File: config.mk
export PLATFORM = sky130hd
export DESIGN_NAME = philosopher
export DESIGN_NICKNAME = d
export VERILOG_FILES = /design/src/rtl/dpp_event_pkg.sv /design/src/rtl/dpp_state_pkg.sv /design/src/rtl/philosopher.sv
export VERILOG_INCLUDE_DIRS = /design/src /design/src/include
export SDC_FILE = /design/constraint.sdc
export NUM_CORES = 1
export LEC_CHECK = 0
export BUFFER_PORTS_ARGS = -buffer_cell sky130_fd_sc_hd__buf_4
export CAP_MARGIN = 20
export CELL_PAD_IN_SITES_DETAIL_PLACEMENT = 1
export CELL_PAD_IN_SITES_GLOBAL_PLACEMENT = 1
export CORE_MARGIN = 2
export CORE_UTILIZATION = 35
export DETAILED_ROUTE_END_ITERATION = 8
export PLACE_DENSITY_LB_ADDON = 0.1
export RECOVER_POWER = 100
export SLEW_MARGIN = 20
export SYNTH_ARGS = -nofsm -noshare
export SYNTH_HDL_FRONTEND = slang
export SYNTH_SLANG_ARGS = --single-unit
File: constraint.sdc
create_clock -name clk -period 1.9 [get_ports clk]
set_clock_uncertainty 0.2 [all_clocks]
set_input_delay 0.095 -clock clk [delete_from_list [all_inputs] [get_ports clk]]
set_output_delay 0.095 -clock clk [all_outputs]
set_load 0.02 [all_outputs]
File: src/include/dpp_macros.svh
`ifndef DPP_MACROS_SVH
`define DPP_MACROS_SVH

// seats around the table
// fork n sits between seat n and seat n-1
`define DPP_N_PHILO 4

// meal length in cycles
// eating is high for exactly this long
`define DPP_EAT_TIME 2

// minimum thinking time in cycles
// appetite is only sampled after this has run out
`define DPP_THINK_TIME 5

// event FIFO depth per seat
// at most one hungry and one done event are outstanding, so 2 covers it
`define DPP_FIFO_DEPTH 2

`endif

File: src/rtl/dpp_event_pkg.sv
`default_nettype none

// events a philosopher posts to the table
package dpp_event_pkg;

  typedef enum logic {
    evt_hungry = 1'b0, // seat wants both forks
    evt_done   = 1'b1  // meal over, give both forks back
  } evt_e;

endpackage

`default_nettype wire

File: src/rtl/dpp_state_pkg.sv
`default_nettype none

// state encodings for seats and forks
package dpp_state_pkg;

  typedef enum logic [1:0] {
    st_thinking = 2'd0,
    st_hungry   = 2'd1, // event posted, waiting for may_eat
    st_eating   = 2'd2
  } philo_state_e;

  typedef enum logic {
    fork_avail = 1'b0,
    fork_taken = 1'b1
  } fork_state_e;

endpackage

`default_nettype wire

File: src/rtl/philosopher.sv
`default_nettype none
`include "dpp_macros.svh"

// one seat: think, get hungry when appetite allows, eat when granted
module philosopher
  import dpp_event_pkg::*;
  import dpp_state_pkg::*;
(
  input  logic clk,
  input  logic reset,
  input  logic appetite,   // external level, gates think -> hungry
  input  logic may_eat,    // one-cycle grant from the table
  output logic event_push, // one-cycle strobe into own FIFO
  output evt_e event_code, // valid with event_push
  output logic hungry,     // level, high in st_hungry
  output logic eating      // level, high in st_eating
);

  localparam int TMAX = (`DPP_THINK_TIME > `DPP_EAT_TIME) ? `DPP_THINK_TIME : `DPP_EAT_TIME;
  localparam int TW   = (TMAX > 1) ? $clog2(TMAX) : 1; // holds TMAX-1

  // timer counts down to zero, so load one less than the wanted length
  localparam logic [TW-1:0] THINK_LOAD = TW'(`DPP_THINK_TIME - 1);
  localparam logic [TW-1:0] EAT_LOAD   = TW'(`DPP_EAT_TIME - 1);

  philo_state_e  state;
  logic [TW-1:0] timer;     // shared by think and eat phases
  logic          post_hungry;
  logic          post_done;

  // the two ways an event gets raised
  assign post_hungry = (state == st_thinking) && (timer == '0) && appetite;
  assign post_done   = (state == st_eating) && (timer == '0);

  always_ff @(posedge clk or posedge reset) begin
    if (reset) begin
      state      <= st_thinking;
      timer      <= '0;   // first think after reset is not timed
      event_push <= 1'b0;
    end else begin
      event_push <= post_hungry || post_done; // high in the first cycle of the new state
      case (state)
        st_thinking: begin
          if (timer != '0) begin
            timer <= timer - 1'b1;
          end else if (appetite) begin
            state <= st_hungry; // wait here for appetite, possibly forever
          end
        end
        st_hungry: begin
          if (may_eat) begin
            state <= st_eating;  // eating rises the cycle after the grant
            timer <= EAT_LOAD;
          end
        end
        st_eating: begin
          if (timer != '0) begin
            timer <= timer - 1'b1;
          end else begin
            state <= st_thinking;
            timer <= THINK_LOAD;
          end
        end
        default: state <= st_thinking;
      endcase
    end
  end

  // event payload, only meaningful alongside event_push
  always_ff @(posedge clk) begin
    if (post_hungry) event_code <= evt_hungry;
    else if (post_done) event_code <= evt_done;
  end

  assign hungry = (state == st_hungry);
  assign eating = (state == st_eating);

  // the table must never grant a seat that has not asked
  a_grant_when_hungry: assert property (@(posedge clk) disable iff (reset)
    may_eat |-> state == st_hungry)
    else $error("philosopher: may_eat outside st_hungry");

endmodule

`default_nettype wire

==> Yosys cells after proc, flatten, opt, wreduce, memory -nomap -nowiden <==
Cells that the tools add are included.
{ "op_classes": {"addsub": 1, "eq_ne": 7, "muxes": 9, "reduce_logical": 10} }
{ "op_table": {"columns": ["operator", "n"], "rows": [
  ["two-way mux 3 bit", 3],
  ["case mux 3 bit (3 select lines)", 1],
  ["two-way mux 2 bit", 4],
  ["!= test 2 bit, second input constant", 4],
  ["case mux 2 bit (3 select lines)", 1],
  ["nonzero test 3 bit", 2],
  ["AND reduction 4 bit", 1],
  ["logical AND 1 bit", 3],
  ["zero test 3 bit", 1],
  ["AND reduction 3 bit", 1],
  ["subtractor 3 x 1 -> 3 bit, second input constant", 1],
  ["== test 2 x 1 -> 1 bit, second input constant", 1],
  ["== test 2 bit, second input constant", 1],
  ["zero test 2 bit", 1],
  ["!= test 2 x 1 -> 1 bit, second input constant", 1],
  ["logical OR 1 bit", 1]
]} }
{ "word_totals": {"reg_bits": 7, "inputBits": 4, "out_inout_bits": 4, "word_cells": 31} }

==> Logic depth before layout (Yosys ltp) <==
{ "depth": {"word_depth": 4, "mapped_depth": 6, "ltp_nobuf": 6} }

==> Worst setup path before layout <==
OpenSTA, ideal clock, no wires.
{ "synth_path": {"kind": "register to register", "from": "register state[1]", "to": "register timer[0]", "setup_time_ps": 124, "t_arrival_ps": 1536, "t_required_ps": 1576, "setup_slack_ps": 40, "path_stages_with_launch": 7, "path_buffers": 0, "synth_period_minus_slack_ps": 1860, "path_cell_list": "dfrtp_1 -> inv_1 -> ha_1 -> nor2b_1 -> a211o_2 -> a21oi_1 -> a211o_1"} }
{ "synth_via": {"elab_chain_cells": 3, "elab_cells_between_ends": 8, "cone_classes": "eq/ne: 4; mux: 1; reduce/logical: 3"} }
{ "synth_lines": {"columns": ["element", "line", "source"], "rows": [
  ["start: declaration", "philosopher.sv:26", "philo_state_e state;"],
  ["start signal: assignment", "philosopher.sv:37", "state <= st_thinking;"],
  ["start signal: assignment", "philosopher.sv:47", "state <= st_hungry;"],
  ["start signal: assignment", "philosopher.sv:52", "state <= st_eating;"],
  ["== test 2 x 1 -> 1 bit (*)", null, null],
  ["via hungry", "philosopher.sv:15", "output logic hungry,"],
  ["!= test 2 bit (no source line) or nonzero test 3 bit (tied branches)", null, null],
  ["AND reduction 3 bit (no source line)", null, null],
  ["end signal: assignment", "philosopher.sv:45", "timer <= timer - 1'b1;"],
  ["end signal: assignment", "philosopher.sv:58", "timer <= timer - 1'b1;"],
  ["end: declaration", "philosopher.sv:27", "logic [TW-1:0] timer;"]
]} }
Mark *: on every way through the listed nets, which the timed path passes. The rest lies on a longest branch.
A chain may end at the register's enable or synchronous reset.

==> Worst setup path in the final report <==
{ "layout_path": {"from": "register timer[0]", "to": "register state[0]"} }
{ "layout_via": {"elab_chain_cells": 3, "elab_cells_between_ends": 4, "cone_classes": "eq/ne: 2; reduce/logical: 2"} }
{ "layout_lines": {"columns": ["element", "line", "source"], "rows": [
  ["nonzero test 3 bit (*)", "philosopher.sv:44, philosopher.sv:57", null],
  ["!= test 2 bit (no source line)", null, null],
  ["AND reduction 4 bit (no source line) (*)", null, null],
  ["end signal: assignment", "philosopher.sv:47", null],
  ["end signal: assignment", "philosopher.sv:60", "state <= st_thinking;"],
  ["end signal: assignment", "philosopher.sv:64", "default: state <= st_thinking;"]
]} }
Mark *: on every way between the ends. The rest lies on a longest branch, timed or not.

==> flow_metrics.env <==
export IMPL_synthFlopType="dfrtp_1"
export IMPL_cts_tree="done"
export IMPL_reg2reg_to="state[0]$_DFFE_PP0P_"
export IMPL_pwr_share_comb_pct=69.8
export IMPL_status="finished clean"
export IMPL_via_count=381
export IMPL_worst_pin_slew_ns=0.272
export IMPL_start_kind="flip-flop"
export IMPL_final_max_slew_viol_count=0
export IMPL_grt_overflow=0
export IMPL_slowest_stage="dfrtp_1"
export IMPL_dpl_worst_slack_ns=0.00278
export IMPL_setup_violations=0
export IMPL_ys_ff_latch=7
export IMPL_maxCapViolCount=0
export IMPL_die_w_um=40.6
export IMPL_numCtsBuffers=3
export IMPL_detail_route_antenna_nets=0
export IMPL_swShare_pct=41.8
export IMPL_die_h_um=40.6
export IMPL_wl_um=999
export IMPL_async_flop_share_pct=85.7
export IMPL_final_layout_size_suffix_gt1_share_pct=41.0
export IMPL_io_pins=8
export IMPL_cp_startpoint="timer[0]$_DFFE_PP0P_"
export IMPL_synthCells=44
export IMPL_pwr_share_clk_pct=9.5
export IMPL_grt_pass1_vias=362
export IMPL_p_per_area_nw_per_um2=2160
export IMPL_crit_chain="inv_2 > ha_4 > nor2b_4 > nand2_1 > a221oi_4 > mux2_4"
export IMPL_synth_top_area_cell="dfrtp_1"
export IMPL_crit_fanout=3
export IMPL_num_antenna_cells=0
export IMPL_core_area_um2=1270
export IMPL_synth_nets=54
export IMPL_yosysSeqAreaShare_pct=36.4
export IMPL_routedWlPerCell_um=13.1
export IMPL_switchingPower_uw=572
export IMPL_synth_area_leaders="dfrtp_1 32%, ha_1 16%, mux2_4 6.4%"
export IMPL_timing_final_crit_period_ns=1.83
export IMPL_track_usage_pct=14.7
export IMPL_drc=0
export IMPL_drt_pass1_iter_count=1
export IMPL_p_int_uw=795
export IMPL_clock_path_buffers=2
export IMPL_worst_path_stages=6
export IMPL_area_growth_pct=35.3
export IMPL_endpoint="state[0]$_DFFE_PP0P_"
export IMPL_cp_required_ns=1.83
export IMPL_critPathBufInv=1
export IMPL_h_tree_depth=1
export IMPL_slew_headroom_pct=81.9
export IMPL_initial_core_util_pct=36.9
export IMPL_synthDistinctLibCells=21
export IMPL_io_buffer_count=7
export IMPL_grt_max_degree=8
export IMPL_endpoint_kind="flip-flop"
export IMPL_gp_congestion=0.647
export IMPL_drtIter0Drc=0
export IMPL_postLayoutCellArea_um2=633
export IMPL_rows=13
export IMPL_clk_latency_ns=0.24
export IMPL_max_stage_delay_ns=0.38
export IMPL_detailed_place_area_um2=562
export IMPL_syn_area_per_cell_um2=10.6
export IMPL_cts_root_buf="clkbuf_4"
export IMPL_clkTransAtPathRegs_ns=0.05
export IMPL_p_seq_share_pct=20.7
export IMPL_fin_ws_ns=0.0722
export IMPL_antenna_found_initial=0
export IMPL_clkSinkCount=7
export IMPL_min_period_over_period_pct=96.2
export IMPL_cellLeakagePower_uw=0.000305
export IMPL_rr_startpoint="timer[0]$_DFFE_PP0P_"
export IMPL_rrSetupSlack_ns=0.07
export IMPL_die_area_um2=1650
export IMPL_arrival_ns=1.75
export IMPL_synth_common_cells="6 x dfrtp_1, 6 x ha_1, 6 x inv_1"
export IMPL_synth_warnings=0
export IMPL_netlist_area_um2=468
export IMPL_ir_worst_vdd_mv=1.00
export IMPL_hold_path_class="in -> async"
export IMPL_synth_top_area_share_pct=32.1
export IMPL_critPathKind="reg -> reg"
export IMPL_viasPerCell=5.01
export IMPL_finalNetCount=72
export IMPL_synth_edff_count=0
export IMPL_cp_top_family="flip-flops"
export IMPL_max_freq_ghz=0.547
export IMPL_dpl_hpwl_um=777
export IMPL_ff2ff_path_depth=6
export IMPL_hold_viol_final=0
export IMPL_fillers=149
export IMPL_grt_pass1_wl_mm=1.52
power groups by stage:
stage	Clock (uW)	Sequential, uW	Combinational (uW)
6_report	130	283	954
5_1_grt	149	291	1050
4_1_cts	137	280	909
3_5_place_dp	0	282	880
3_3_place_gp	0	274	839
2_1_floorplan	0	294	626
metrics by stage:
stage / cells / hold slack (ns) / total power [uW] / TNS, ns / util (%)
4_1_cts: 76 / 0.141 / 1330 / 0 / 48.7
6_report: 76 / 0.130 / 1370 / 0 / 49.9
5_1_grt: 76 / 0.175 / 1490 / -0.0116 / 49.9
3_3_place_gp: 69 / -0.167 / 1110 / 0 / 44.3
3_5_place_dp: 69 / -0.155 / 1160 / 0 / 44.3
2_1_floorplan: 44 / -0.314 / 920 / 0 / -
worst register-to-register path, cell delays in order (launching register included):
cell and delay [ns]:
dfrtp_1 0.38, inv_2 0.08, ha_4 0.15, nor2b_4 0.18
nand2_1 0.11, a221oi_4 0.29, mux2_4 0.33
layout make-up:
class	instances	area [um^2]	share of cell area, %
clock buffer	4	26.3	4.15
inverter	6	22.5	3.56
multi-input combinational	31	300	47.4
sequential	7	170	26.9
tap	15	18.8	2.96
timing repair buffer	13	95.1	15.0
registers in the layout, summed over array words and instances, names as in the netlist:
name and count:
event_code 1, state 2, timer 3, event_push 1
kinds of logic (layout without fill, tap and decap cells):
logic type	after synthesis	after routing	share of synthesized area, %
and+or+nand+nor	11	11	13.4
buffers and inverters	6	23	4.81
adders and majority gates	6	6	16.0
DFF	7	7	36.4
AOI/OAI and AO/OA	12	12	23.0
muxes	2	2	6.42
how the worst min path moves through the flow:
stage                from  slack, ns  cells past startpoint                    to
floorplan           reset      -0.31                      1  event_push$_DFF_PP0_
global placement    reset      -0.17                      2  timer[0]$_DFFE_PP0P_
detailed placement  reset      -0.15                      2  state[0]$_DFFE_PP0P_
CTS                 reset       0.14                      3  event_push$_DFF_PP0_
global route        reset       0.18                      3  timer[1]$_DFFE_PP0P_
finish              reset       0.13                      3  event_push$_DFF_PP0_
repair_timing:
action	in CTS	in global routing
pin swaps	1	1
endpoints found under the hold margin	8	0
resized for setup	1	6
hold buffers	2	0
setup buffers	1	0
endpoints found under the setup margin	2	4
layer usage:
metal  share of wire (%)  wire, um  up-vias  track usage [%]
met5                   0         0        -                0
met4                 1.4        14        0             7.50
met3                 3.8        38        2             3.33
met2                  49       491        7             23.4
met1                  46       455      181             18.2
li1                    -         -      191                -
cells in the final DEF, fill, tap and decap left out:
master and count:
ha_4 1, a211o_1 1, a211o_4 1, inv_2 2, mux2_4 2, nand2b_2 1
a21oi_1 4, nor2_1 3, dlygate4sd3_1 2, a211oi_2 1, o22a_1 1, nor3_1 1
ha_2 1, inv_1 4, a21o_1 1, clkbuf_4 4, nor2b_2 1, nand2_1 3
or2_2 1, ha_1 4, a221oi_4 1, nor2b_4 1, dfrtp_1 6, a31oi_1 1
dfxtp_1 1, a22oi_1 1, clkbuf_1 3, buf_4 8
No activity file was read; power rests on OpenSTA's default activity.
