`config.mk`:
```
export PLATFORM = sky130hd
export DESIGN_NAME = event_fifo
export DESIGN_NICKNAME = d
export VERILOG_FILES = /design/src/rtl/dpp_event_pkg.sv /design/src/rtl/event_fifo.sv
export VERILOG_INCLUDE_DIRS = /design/src /design/src/include
export SDC_FILE = /design/constraint.sdc
export NUM_CORES = 1
export LEC_CHECK = 0
export BUFFER_PORTS_ARGS = -buffer_cell sky130_fd_sc_hd__buf_2
export CAP_MARGIN = 20
export CORE_AREA = 2 2 39 41
export CTS_BUF_LIST = sky130_fd_sc_hd__clkbuf_16
export DETAILED_ROUTE_END_ITERATION = 7
export DIE_AREA = 0 0 41 43
export GPL_ROUTABILITY_DRIVEN = 0
export GPL_TIMING_DRIVEN = 0
export SYNTH_ARGS = -nofsm -noshare
export SYNTH_HDL_FRONTEND = slang
export SYNTH_SLANG_ARGS = --single-unit
```
`constraint.sdc`:
```
create_clock -name clk -period 1.9 [get_ports clk]
set_clock_uncertainty 0.2 [all_clocks]
set_input_delay 0.285 -clock clk [delete_from_list [all_inputs] [get_ports clk]]
set_output_delay 0.285 -clock clk [all_outputs]
set_load 0.005 [all_outputs]
```
`src/include/dpp_macros.svh`:
```
`ifndef DPP_MACROS_SVH
`define DPP_MACROS_SVH

// seats around the table
// fork n sits between seat n and seat n-1
`define DPP_N_PHILO 4

// meal length in cycles
// eating is high for exactly this long
`define DPP_EAT_TIME 2

// minimum thinking time in cycles
// appetite is only sampled after this has run out
`define DPP_THINK_TIME 5

// event FIFO depth per seat
// at most one hungry and one done event are outstanding, so 2 covers it
`define DPP_FIFO_DEPTH 2

`endif

```
`src/rtl/dpp_event_pkg.sv`:
```
`default_nettype none

// events a philosopher posts to the table
package dpp_event_pkg;

  typedef enum logic {
    evt_hungry = 1'b0, // seat wants both forks
    evt_done   = 1'b1  // meal over, give both forks back
  } evt_e;

endpackage

`default_nettype wire

```
`src/rtl/event_fifo.sv`:
```
`default_nettype none
`include "dpp_macros.svh"

// per-seat event queue between a philosopher and the table
module event_fifo
  import dpp_event_pkg::*;
(
  input  logic clk,
  input  logic reset,
  input  logic push,      // one-cycle strobe from the philosopher
  input  evt_e push_code,
  input  logic pop,       // one-cycle strobe from the table
  output evt_e data,      // head of queue, valid while !empty
  output logic empty
);

  localparam int DEPTH = `DPP_FIFO_DEPTH;
  localparam int AW    = (DEPTH > 1) ? $clog2(DEPTH) : 1;
  localparam int CW    = $clog2(DEPTH + 1);

  evt_e          mem [DEPTH];
  logic [AW-1:0] wr_ptr;
  logic [AW-1:0] rd_ptr;
  logic [CW-1:0] count; // entries held
  logic          full;
  logic          do_push;
  logic          do_pop;

  // wrap at DEPTH, works for any depth not only powers of two
  function automatic logic [AW-1:0] ptr_inc(input logic [AW-1:0] p);
    return (p == AW'(DEPTH - 1)) ? '0 : p + 1'b1;
  endfunction

  assign full    = (count == CW'(DEPTH));
  assign empty   = (count == '0);
  assign do_push = push && !full;
  assign do_pop  = pop && !empty;
  assign data    = mem[rd_ptr]; // head shows the cycle after its push

  always_ff @(posedge clk) begin
    if (do_push) mem[wr_ptr] <= push_code;
  end

  always_ff @(posedge clk or posedge reset) begin
    if (reset) begin
      wr_ptr <= '0;
      rd_ptr <= '0;
      count  <= '0;
    end else begin
      if (do_push) wr_ptr <= ptr_inc(wr_ptr);
      if (do_pop) rd_ptr <= ptr_inc(rd_ptr);
      if (do_push && !do_pop) count <= count + 1'b1;
      else if (do_pop && !do_push) count <= count - 1'b1;
    end
  end

  // philosopher never has more than DEPTH events pending
  a_no_overflow: assert property (@(posedge clk) disable iff (reset) !(push && full))
    else $error("event_fifo: push while full");
  // table only pops a head it has seen
  a_no_underflow: assert property (@(posedge clk) disable iff (reset) !(pop && empty))
    else $error("event_fifo: pop while empty");

endmodule

`default_nettype wire

```
### Word level (Yosys, flattened, before mapping)

Memory sizes are Yosys's and may differ from the RTL's.
Cells that the tools add are included.

* memories kept: 1
* bits in writable memories: 2
* word-level logic and storage cells: 25
* input port bits: 5
* register bits after elaboration: 4

* reduce and logical (&&, ||, !) cells: 10
* $add $sub $neg: 4
* mux-type cells: 6
* equal/unequal tests: 1

Memories
* mem: words 2, bits a word 1, read ports 1, clocked after memory_dff 0, wr ports 1, RTL line event_fifo.sv:21 `evt_e mem [DEPTH];`

Operator list (number)
* logical AND 1 bit: 4
* zero test 1 bit: 4
* two-way mux 1 bit: 4
* two-way mux 2 bit: 2
* adder 1 bit (second input constant): 2
* adder 2 x 1 -> 2 bit (second input constant): 1
* == test 2 bit (second input constant): 1
* zero test 2 bit: 1
* nonzero test 2 bit: 1
* subtractor 2 x 1 -> 2 bit (second input constant): 1

### Depth between registers and ports, before layout

Gate-level depths: netlist (run 1).

* depth after elaboration: 7
* mapped depth: 7
* gate-level depth less buffers: 7

### Worst setup path before layout (run 1)

No wires, ideal clock.

* path kind: register -> register
* start point: reg count[0]
* end point: reg count[1]
* stages on the path, launching flop included: 7
* slack: 402 ps
* required time: 1620 ps
* setup time: 80 ps
* period minus slack after synthesis: 1498 ps
* data arrival time: 1218 ps
* path through: dfrtp_1 > o21ai_2 > inv_1 > ha_1 > xor2_1 > nor2_1 > xnor2_1

* cells in the longest elaborated chain, start to end: 6
* elaborated cells on any way between the ends: 15
* those cells by class: add/sub (2); eq/ne (1); mux (2); reduce/logical (10)

RTL lines
* start: declaration: RTL line event_fifo.sv:24 `logic [CW-1:0] count;`
* start signal: assignment: RTL line event_fifo.sv:52 `if (do_push && !do_pop) count <= count + 1'b1;`
* start signal: assignment: RTL line event_fifo.sv:53 `else if (do_pop && !do_push) count <= count - 1'b1;`
* == test 2 bit / zero test 2 bit (equally long branches): RTL line event_fifo.sv:34, event_fifo.sv:35
* zero test 1 bit, on equally long branches: RTL line event_fifo.sv:36, event_fifo.sv:37
* logical AND 1 bit, on equally long branches: RTL line event_fifo.sv:36, event_fifo.sv:37
* zero test 1 bit, on equally long branches: RTL line event_fifo.sv:53, event_fifo.sv:52
* logical AND 1 bit, on equally long branches: RTL line event_fifo.sv:53, event_fifo.sv:52
* nonzero test 2 bit (no source line) / two-way mux 2 bit (equally long branches)

Several ways; a longest one is shown, not always the timed one. The select of a mux whose other input is x is not followed.
A chain may end at the register's enable or synchronous reset.

### Worst setup path after layout (run 1)

Ends and elaborated chain as after synthesis.

==> results_dict.tcl, run 1 <==
set metrics [dict create \
    run_status "complete, no violations" \
    powerDensity_nw_per_um2 1910 \
    design.die.area_sq_um 1760 \
    timing.hold.worst_path_depth 1 \
    synthesis.area_sq_um 272 \
    layout-drive-gt1-share 0.333 \
    crit_path_end_kind "flip-flop" \
    synth.lib_cells_used.distinct 11 \
    power.share.clock 0.432 \
    met3_layer_wire_length_in_the_routed_design_um 33 \
    num_cts_buffers 3 \
    met2_length_um 228 \
    timing.max_slew.rel_slack 0.863 \
    synth_seq_cells 6 \
    effective_utilization_at_floorplan 0.196 \
    dp_cells 45 \
    holdPathEnd "mem[1]" \
    dp_hpwl_um 355 \
    io-pin-count 7 \
    cellLeakagePower_nw 0.188 \
    slew_of_the_pin_with_the_lowest_slew_margin_ns 0.204 \
    nets 41 \
    crit_type "reg2reg" \
    remaining_drcs 0 \
    post-synth-top-area-cell "sky130_fd_sc_hd__dfrtp_1" \
    critical_path.reg2reg.startpoint "count[0]" \
    grt_antenna_before_repair 0 \
    grt_usage 0.0716 \
    synth-main-ff-cell "sky130_fd_sc_hd__dfrtp_1" \
    postCtsHoldBufs 1 \
    ys_warn_count 0 \
    power_frac_comb 0.251 \
    core.rowCount 14 \
    hold_removal_path_class "in2reg" \
    ys_async_sr_fraction 0.667 \
    final.min_clock_period_ns 1.59 \
    ff_latch_area_sq_um 160 \
    netSwitchingFraction 0.264 \
    netSwitchingPower_mw 0.205 \
    yosys-mux-area-fraction 0.0415 \
    die_height_um 43 \
    worst-endpoint-arrival_ns 1.54 \
    globalRoute.totalOverflow 0 \
    worst-endpoint-required_ns 1.85 \
    route.layer.met1.wl_um 165 \
    detail_route.vias_per_cell 3.92 \
    synth-edff-count 2 \
    final.setup.tns_ns 0 \
    syn_inst 23 \
    timing.critical_path.slowest_cell_delay_ns 0.43 \
    r2r.worst_path.cells 6 \
    post_dp_cell_area_sq_um 322 \
    design.core.area_sq_um 1380 \
    detailedPlace.worstSlack_ns 0.288 \
    synth-xor-area-share 0.161 \
    design_area_sq_um 407 \
    layout_area_growth_over_synthesis_pct 49.8 \
    timing.final.ws_setup_ns 0.308 \
    clock_sinks 6 \
    netlist_top_cells_count "sky130_fd_sc_hd__dfrtp_1, sky130_fd_sc_hd__nor2_1, sky130_fd_sc_hd__xnor2_1" \
    pwr-share-seq 0.317 \
    drt_pass1_iterations 1 \
    final.period_utilization 0.838 \
    path_clk_slew_ns 0.03 \
    simple_gate_share_of_the_synthesized_area 0.0553 \
    clkLatencyLatePin_ns 0.23 \
    regToRegEndpoint "count[1]" \
    synth_adder_area_share 0.0461 \
    layoutNonFillerInstCount 49 \
    minimum_setup_slack_among_reg_to_reg_paths_ns 0.31 \
    cts-root-to-sink-buffers 2 \
    synth_compound_area_frac 0.0507 \
    ant_cells 0 \
    grt_setup_unrepaired "false" \
    cts_tree "done" \
    design_power_total_mw 0.777 \
    die-width_um 41 \
    drt.antenna.violating_nets 0 \
    slowest_cell_on_crit_path "sky130_fd_sc_hd__dfrtp_1" \
    synth_nets 29 \
    ys_top_cells_by_area "sky130_fd_sc_hd__dfrtp_1, sky130_fd_sc_hd__edfxtp_1, sky130_fd_sc_hd__xnor2_1" \
    synth_sequential_area_ratio 0.590 \
    fillerInstances 141 \
    htree_num_levels 1 \
    holdCritStartpoint "push_code" \
    detail_route.wirelength_um 438 \
    timing.critical_path.from_type "flip-flop" \
    hold_ws_ns 0.0534 \
    ir_drop_mv 0.454 \
    crit_chain "o21ai_2 > inv_1 > ha_1 > xor2_1 > nor2_1 > xnor2_1" \
    setup_viol_count_final 0 \
    final_util 0.294 \
    clock-root-buffer "sky130_fd_sc_hd__clkbuf_16" \
    post_cts_sizing_count 0 \
    cellInternalPower_mw 0.572 \
    cts_setup_buffers 0 \
    dr_total_vias 192 \
    dominant_combinational_cell_family_by_area_after_synthesis "XOR/XNOR gates" \
    max_cap_violations 0 \
    slew_viol_final 0 \
    grt_pass1_vias 221 \
    wire_length_of_the_first_global_routing_pass_um 772 \
    buffer_ports.inserted 6 \
    critical_path_peak_fanout 5 \
    max_freq_ghz 0.628 \
    drt-wirelength-per-cell_um 8.94 \
    report.final.hold_viol_count 0 \
    syn_area_per_cell_sq_um 11.8 \
    top_signal_layer_used "met4" \
    area_occupied_by_multi_input_gates_sq_um 96.3 \
    drtIter0Drc 0 \
    grt_start_max_net_pins 6 \
    post-synth-top-area-fraction 0.369 \
]
-- cell usage in the layout (no fill, tap or decap) --
cell,netlist,layout
sky130_fd_sc_hd__buf_2,0,6
sky130_fd_sc_hd__xnor2_1,4,4
sky130_fd_sc_hd__nor2_1,4,4
sky130_fd_sc_hd__dfrtp_1,4,4
sky130_fd_sc_hd__inv_1,3,3
sky130_fd_sc_hd__clkbuf_16,0,3
sky130_fd_sc_hd__edfxtp_1,2,2
sky130_fd_sc_hd__inv_2,1,1
sky130_fd_sc_hd__o21ai_2,1,1
sky130_fd_sc_hd__xor2_1,1,1
sky130_fd_sc_hd__mux2_1,1,1
sky130_fd_sc_hd__o21ai_1,1,1
sky130_fd_sc_hd__ha_1,1,1
sky130_fd_sc_hd__dlygate4sd3_1,0,1
-- how the worst max path moves through the flow --
| stage | start | end | slack [ns] | depth (start not counted) |
|---|---|---|---|---|
| global placement | count[0] | count[1] | 0.31 | 6 |
| global route | count[0] | count[1] | 0.20 | 6 |
| CTS | count[0] | count[1] | 0.28 | 6 |
| detailed placement | count[0] | count[1] | 0.29 | 6 |
| floorplan | count[0] | count[1] | 0.40 | 6 |
| finish | count[0] | count[1] | 0.31 | 6 |
-- layout make-up --
| type | count | area share |
|---|---|---|
| tap | 16 | 0.0492 |
| inverter | 4 | 0.0369 |
| multi-input combinational | 13 | 0.237 |
| clock buffer | 3 | 0.185 |
| sequential | 6 | 0.394 |
| timing repair buffer | 7 | 0.0985 |
-- cells by family after synthesis --
group / Yosys count
flip-flops: 6
multiplexers: 1
AO/OA/AOI/OAI: 2
buffers and inverters: 4
adder cells (fa/ha/maj): 1
AND/OR/NAND/NOR: 4
XOR/XNOR: 5
-- sequential cells by signal (all words and copies together), names as in the netlist --
signal and cells:
mem 2, rd_ptr 1, count 2, wr_ptr 1
-- power by group through the flow --
stage	registers, mW	logic (mW)	clock network, mW
after floorplan	0.237	0.155	0
after global placement	0.246	0.190	0
after detailed placement	0.249	0.195	0
after CTS	0.248	0.200	0.342
after global routing	0.256	0.225	0.350
final	0.246	0.195	0.336
-- critical path, delay by kind of cell, from the launching register on --
family	cells	cell delay [ns]
simple gates	1	0.12
flops	1	0.43
fa+ha+maj	1	0.19
compound gates	1	0.25
buf+inv	1	0.07
xor+xnor	2	0.26
-- metal layers --
layer,up-vias,track usage
met3,2,0.0628
li1,92,-
met4,0,0.0400
met1,92,0.0423
met5,-,0
met2,6,0.125
(Power assumes the default switching activity.)
==> run 2: changes to the inputs <==
- clock period: 1.9 -> 1.4 ns (I/O delays scaled with it)
==> run 2 against run 1 <==
The run now ends with negative setup slack left. Non-clock buffer count grew 5. Clock power is 40% higher. Hold slack gained 0.046 ns. Global-route usage rose by 0.70 points. Critical path depth is 1 lower. Clock-buffer cell count unchanged. Flip-flop and latch count unchanged. Die area unchanged. Critical path type unchanged. Critical endpoint unchanged.
==> results_dict.tcl, run 2 (synthesis gave the netlist of run 1 again) <==
set metrics [dict create \
    run_status "finished, violations left" \
    violations "negative setup slack" \
    layout-drive-gt1-share 0.538 \
    globalRoute.totalOverflow 0 \
    max_freq_ghz 0.684 \
    final.period_utilization 1.04 \
    nets 46 \
    num_cts_buffers 3 \
    grt_antenna_before_repair 0 \
    grt_usage 0.0785 \
    layout_area_growth_over_synthesis_pct 78.8 \
    dp_hpwl_um 312 \
    netSwitchingFraction 0.271 \
    hold_ws_ns 0.0992 \
    effective_utilization_at_floorplan 0.196 \
    final_util 0.351 \
    crit_type "reg2reg" \
    netSwitchingPower_mw 0.341 \
    design.core.area_sq_um 1380 \
    power.share.clock 0.373 \
    grt_pass1_vias 235 \
    die_height_um 43 \
    drt.antenna.violating_nets 0 \
    htree_num_levels 1 \
    slew_viol_final 0 \
    layout_commonest_cell "sky130_fd_sc_hd__buf_2" \
    max_cap_violations 0 \
    timing.max_slew.rel_slack 0.855 \
    detail_route.vias_per_cell 3.82 \
    buffer_ports.inserted 6 \
    report.final.hold_viol_count 0 \
    powerDensity_nw_per_um2 2600 \
    cts_tree "done" \
    die-width_um 41 \
    ir_drop_mv 0.379 \
    hold_removal_path_class "in2reg" \
    setup_viol_count_final 3 \
    design.die.area_sq_um 1760 \
    most-common-layout-cells "sky130_fd_sc_hd__buf_2, sky130_fd_sc_hd__nor2_1, sky130_fd_sc_hd__buf_4" \
    clock_sinks 6 \
    critical_path_peak_fanout 3 \
    grt_start_max_net_pins 5 \
    wire_length_of_the_first_global_routing_pass_um 841 \
    remaining_drcs 0 \
    cellLeakagePower_nw 0.228 \
    ant_cells 0 \
    worst-endpoint-required_ns 1.31 \
    clock-root-buffer "sky130_fd_sc_hd__clkbuf_16" \
    drt-wirelength-per-cell_um 9.47 \
    timing.final.ws_setup_ns -0.0623 \
    io-pin-count 7 \
    timing.critical_path.from_type "flip-flop" \
    path_clk_slew_ns 0.03 \
    grt_setup_unrepaired "true" \
    detail_route.wirelength_um 521 \
    slew_of_the_pin_with_the_lowest_slew_margin_ns 0.218 \
    dr_total_vias 210 \
    drtIter0Drc 1 \
    core.rowCount 14 \
    biggestRegsByFlops "count: 2 flops, mem: 2 flops" \
    cellInternalPower_mw 0.919 \
    cts-root-to-sink-buffers 2 \
    drt_pass1_iterations 2 \
    clkLatencyLatePin_ns 0.23 \
    power_frac_comb 0.364 \
    pwr-share-seq 0.263 \
    final.min_clock_period_ns 1.46 \
    crit_path_end_kind "flip-flop" \
    worst-endpoint-arrival_ns 1.37 \
]
==> run 2: changes by cell type in the layout (fill, tap and decap cells not counted), sizes merged <==
cell and change:
buf +4, dlygate4sd3 +1, inv +1
==> run 2: layout make-up <==
class,instances,area [sq um]
fill,138,898
sequential,6,161
multi-input combinational,13,124
timing repair buffer,12,86.3
clock buffer,3,75.1
tap,16,20.0
inverter,4,15.0
clock inverter,1,3.75
==> run 2: final timing paths <==
path	start	slack, ns	cells after the start	to
worst min-delay path	pop	0.1	3	rd_ptr
max in group asynchronous	reset	0.62	3	count[0]
worst max register to register	count[1]	-0.06	5	count[1]
worst min register to register	wr_ptr	0.30	1	wr_ptr
worst max-delay path	count[1]	-0.06	5	count[1]
min in group asynchronous	reset	0.21	3	wr_ptr
==> run 2: critical path, cell delays in order, from the launching register on <==
cell,delay (ns)
sky130_fd_sc_hd__dfrtp_1,0.40
sky130_fd_sc_hd__o21ai_2,0.24
sky130_fd_sc_hd__ha_4,0.16
sky130_fd_sc_hd__xor2_1,0.15
sky130_fd_sc_hd__nor2_1,0.07
sky130_fd_sc_hd__xnor2_1,0.12
==> run 2: per-layer routing <==
layer	vias to the layer above	track usage	part of all wire
li1	103	-	-
met1	100	0.0519	0.36
met2	5	0.128	0.59
met3	2	0.0157	0.031
met4	0	0.120	0.023
met5	-	0	0
==> run 2: power groups by stage <==
| stage | Clock, mW | Sequential, mW | Combinational, mW |
|---|---|---|---|
| floorplan | 0 | 0.322 | 0.211 |
| finish | 0.470 | 0.332 | 0.458 |
| global route | 0.495 | 0.346 | 0.500 |
| CTS | 0.480 | 0.335 | 0.401 |
| global placement | 0 | 0.335 | 0.257 |
| detailed placement | 0 | 0.338 | 0.263 |
==> run 2: repair_timing <==
item                                   4_1_cts  5_1_grt
gates resized for setup                      5        3
pin swaps                                    4        1
endpoints found under the hold margin        6        0
buffers inserted                             4        0
setup endpoints to repair                    3        4
hold buffers                                 2        0
==> run 2: metrics by stage <==
step,setup slack [ns],cell area (sq um),cells,power [mW],TNS (ns)
2_1_floorplan,-0.0747,272,23,0.533,-0.0747
3_3_place_gp,-0.164,322,45,0.592,-0.234
3_5_place_dp,-0.181,322,45,0.601,-0.273
4_1_cts,-0.0672,468,55,1.22,-0.145
5_1_grt,-0.133,485,55,1.34,-0.276
6_report,-0.0623,485,55,1.26,-0.125
==> run 3: changes to the inputs <==
--- a/constraint.sdc
+++ b/constraint.sdc
@@ -4,2 +4,2 @@
 set_output_delay 0.21 -clock clk [all_outputs]
-set_load 0.005 [all_outputs]
+set_load 0.1 [all_outputs]
==> run 3 against run 2 <==
The flow still finishes with violations (negative setup slack). Die area unchanged. Utilization increased by 4.3 points. Combinational power increased by 79%. Critical path type is now reg2out. Critical endpoint is now data. Largest cell class unchanged. Highest routed layer is now met3.
==> results_dict.tcl, run 3 (synthesis gave the netlist of run 1 again) <==
set metrics [dict create \
    nets 47 \
    timing.critical_path.from_type "flip-flop" \
    cts-root-to-sink-buffers 2 \
    route.layer.met1.wl_um 196 \
    hold_ws_ns 0.106 \
    max_cap_violations 0 \
    drt-wirelength-per-cell_um 11.0 \
    worst-endpoint-arrival_ns 1.10 \
    clkLatencyLatePin_ns 0.22 \
    top_signal_layer_used "met3" \
    core.rowCount 14 \
    ir_drop_mv 0.691 \
    dp_cells 45 \
    grt_pass1_vias 275 \
    timing.max_slew.rel_slack 0.876 \
    slew_of_the_pin_with_the_lowest_slew_margin_ns 0.185 \
    die_height_um 43 \
    most-common-layout-cells "sky130_fd_sc_hd__xnor2_1, sky130_fd_sc_hd__buf_2, sky130_fd_sc_hd__buf_4" \
    buffer_ports.inserted 6 \
    fillerInstances 131 \
    run_status "finished, violations left" \
    max_freq_ghz 0.663 \
    setup_viol_count_final 3 \
    biggestRegsByFlops "count: 2 flops, mem: 2 flops" \
    wire_length_of_the_first_global_routing_pass_um 1080 \
    cts_tree "done" \
    layout_area_growth_over_synthesis_pct 101 \
    critical_path_peak_fanout 2 \
    report.final.hold_viol_count 0 \
    met2_length_um 380 \
    slew_viol_final 0 \
    violations "negative setup slack" \
    htree_num_levels 1 \
    met3_layer_wire_length_in_the_routed_design_um 40 \
    dr_total_vias 221 \
    dp_hpwl_um 357 \
    grt_usage 0.100 \
    path_clk_slew_ns 0.03 \
    layout-drive-gt1-share 0.575 \
    grt_start_max_net_pins 5 \
    grt_setup_unrepaired "true" \
    drt_pass1_iterations 1 \
    remaining_drcs 0 \
    io-pin-count 7 \
    drtIter0Drc 0 \
    final.min_clock_period_ns 1.51 \
    cellLeakagePower_nw 0.241 \
    die-width_um 41 \
    final.period_utilization 1.08 \
    grt_antenna_before_repair 0 \
    clock_sinks 6 \
    final.setup.tns_ns -0.296 \
    layoutNonFillerInstCount 56 \
    final_util 0.394 \
    hold_removal_path_class "in2reg" \
    num_cts_buffers 3 \
    clock-root-buffer "sky130_fd_sc_hd__clkbuf_16" \
    ant_cells 0 \
    worst-endpoint-required_ns 0.99 \
    globalRoute.totalOverflow 0 \
    detailedPlace.worstSlack_ns -0.206 \
    effective_utilization_at_floorplan 0.196 \
    timing.final.ws_setup_ns -0.109 \
    powerDensity_nw_per_um2 3020 \
    design.core.area_sq_um 1380 \
    design.die.area_sq_um 1760 \
    detail_route.vias_per_cell 3.95 \
    drt.antenna.violating_nets 0 \
    crit_path_end_kind "primary output" \
    detail_route.wirelength_um 616 \
    crit_type "reg2out" \
]
run 3: cell types whose count changed in the layout (fill, tap and decap cells not counted), sizes merged:
cell and delta:
buf +1
run 3: final timing paths:
check | startpoint | slack [ns] | depth (start not counted) | endpoint
worst min register to register | wr_ptr | 0.30 | 1 | wr_ptr
worst max-delay path | rd_ptr | -0.11 | 2 | data
worst min-delay path | pop | 0.11 | 3 | rd_ptr
max in group asynchronous | reset | 0.63 | 3 | count[0]
worst max register to register | count[0] | -0.08 | 5 | count[1]
min in group asynchronous | reset | 0.20 | 3 | rd_ptr
run 3: repair_timing:
item                                    in CTS  in global routing
cloned                                       0                  0
buffers inserted                             4                  1
hold endpoints to repair                     6                  0
hold buffers                                 2                  0
endpoints found under the setup margin       4                  4
pin swaps                                    2                  1
gates resized for setup                     13                  2
run 3: worst max-delay path, stage by stage (launching register included):
cell	delay (ns)
sky130_fd_sc_hd__dfrtp_1	0.38
sky130_fd_sc_hd__mux2_4	0.32
sky130_fd_sc_hd__buf_12	0.17
run 3: area by class of cell:
class                           instances  area (sq um)  area share
Tap cell                               16          20.0      0.0367
Multi-Input combinational cell         13           139       0.255
Sequential cell                         6           163       0.298
Clock buffer                            3          75.1       0.138
Inverter                                4          15.0      0.0275
Timing Repair Buffer                   13           130       0.239
Clock inverter                          1          3.75     0.00688
run 3: per-layer routing:
layer | up-vias | GRT usage
met5 | - | 0
met4 | 0 | 0.0800
met3 | 0 | 0.0524
met2 | 3 | 0.156
met1 | 111 | 0.0888
li1 | 107 | -
run 3: stage by stage:
step	area, sq um	total power, mW
after detailed placement	337	0.854
after global routing	546	1.73
after floorplan	287	0.780
after CTS	529	1.60
final	546	1.65
after global placement	337	0.842
run 3: report_power, final:
part	internal, mW	switching [mW]	total, mW
combinational	0.402	0.419	0.821
sequential	0.270	0.0878	0.358
clock	0.370	0.0956	0.466
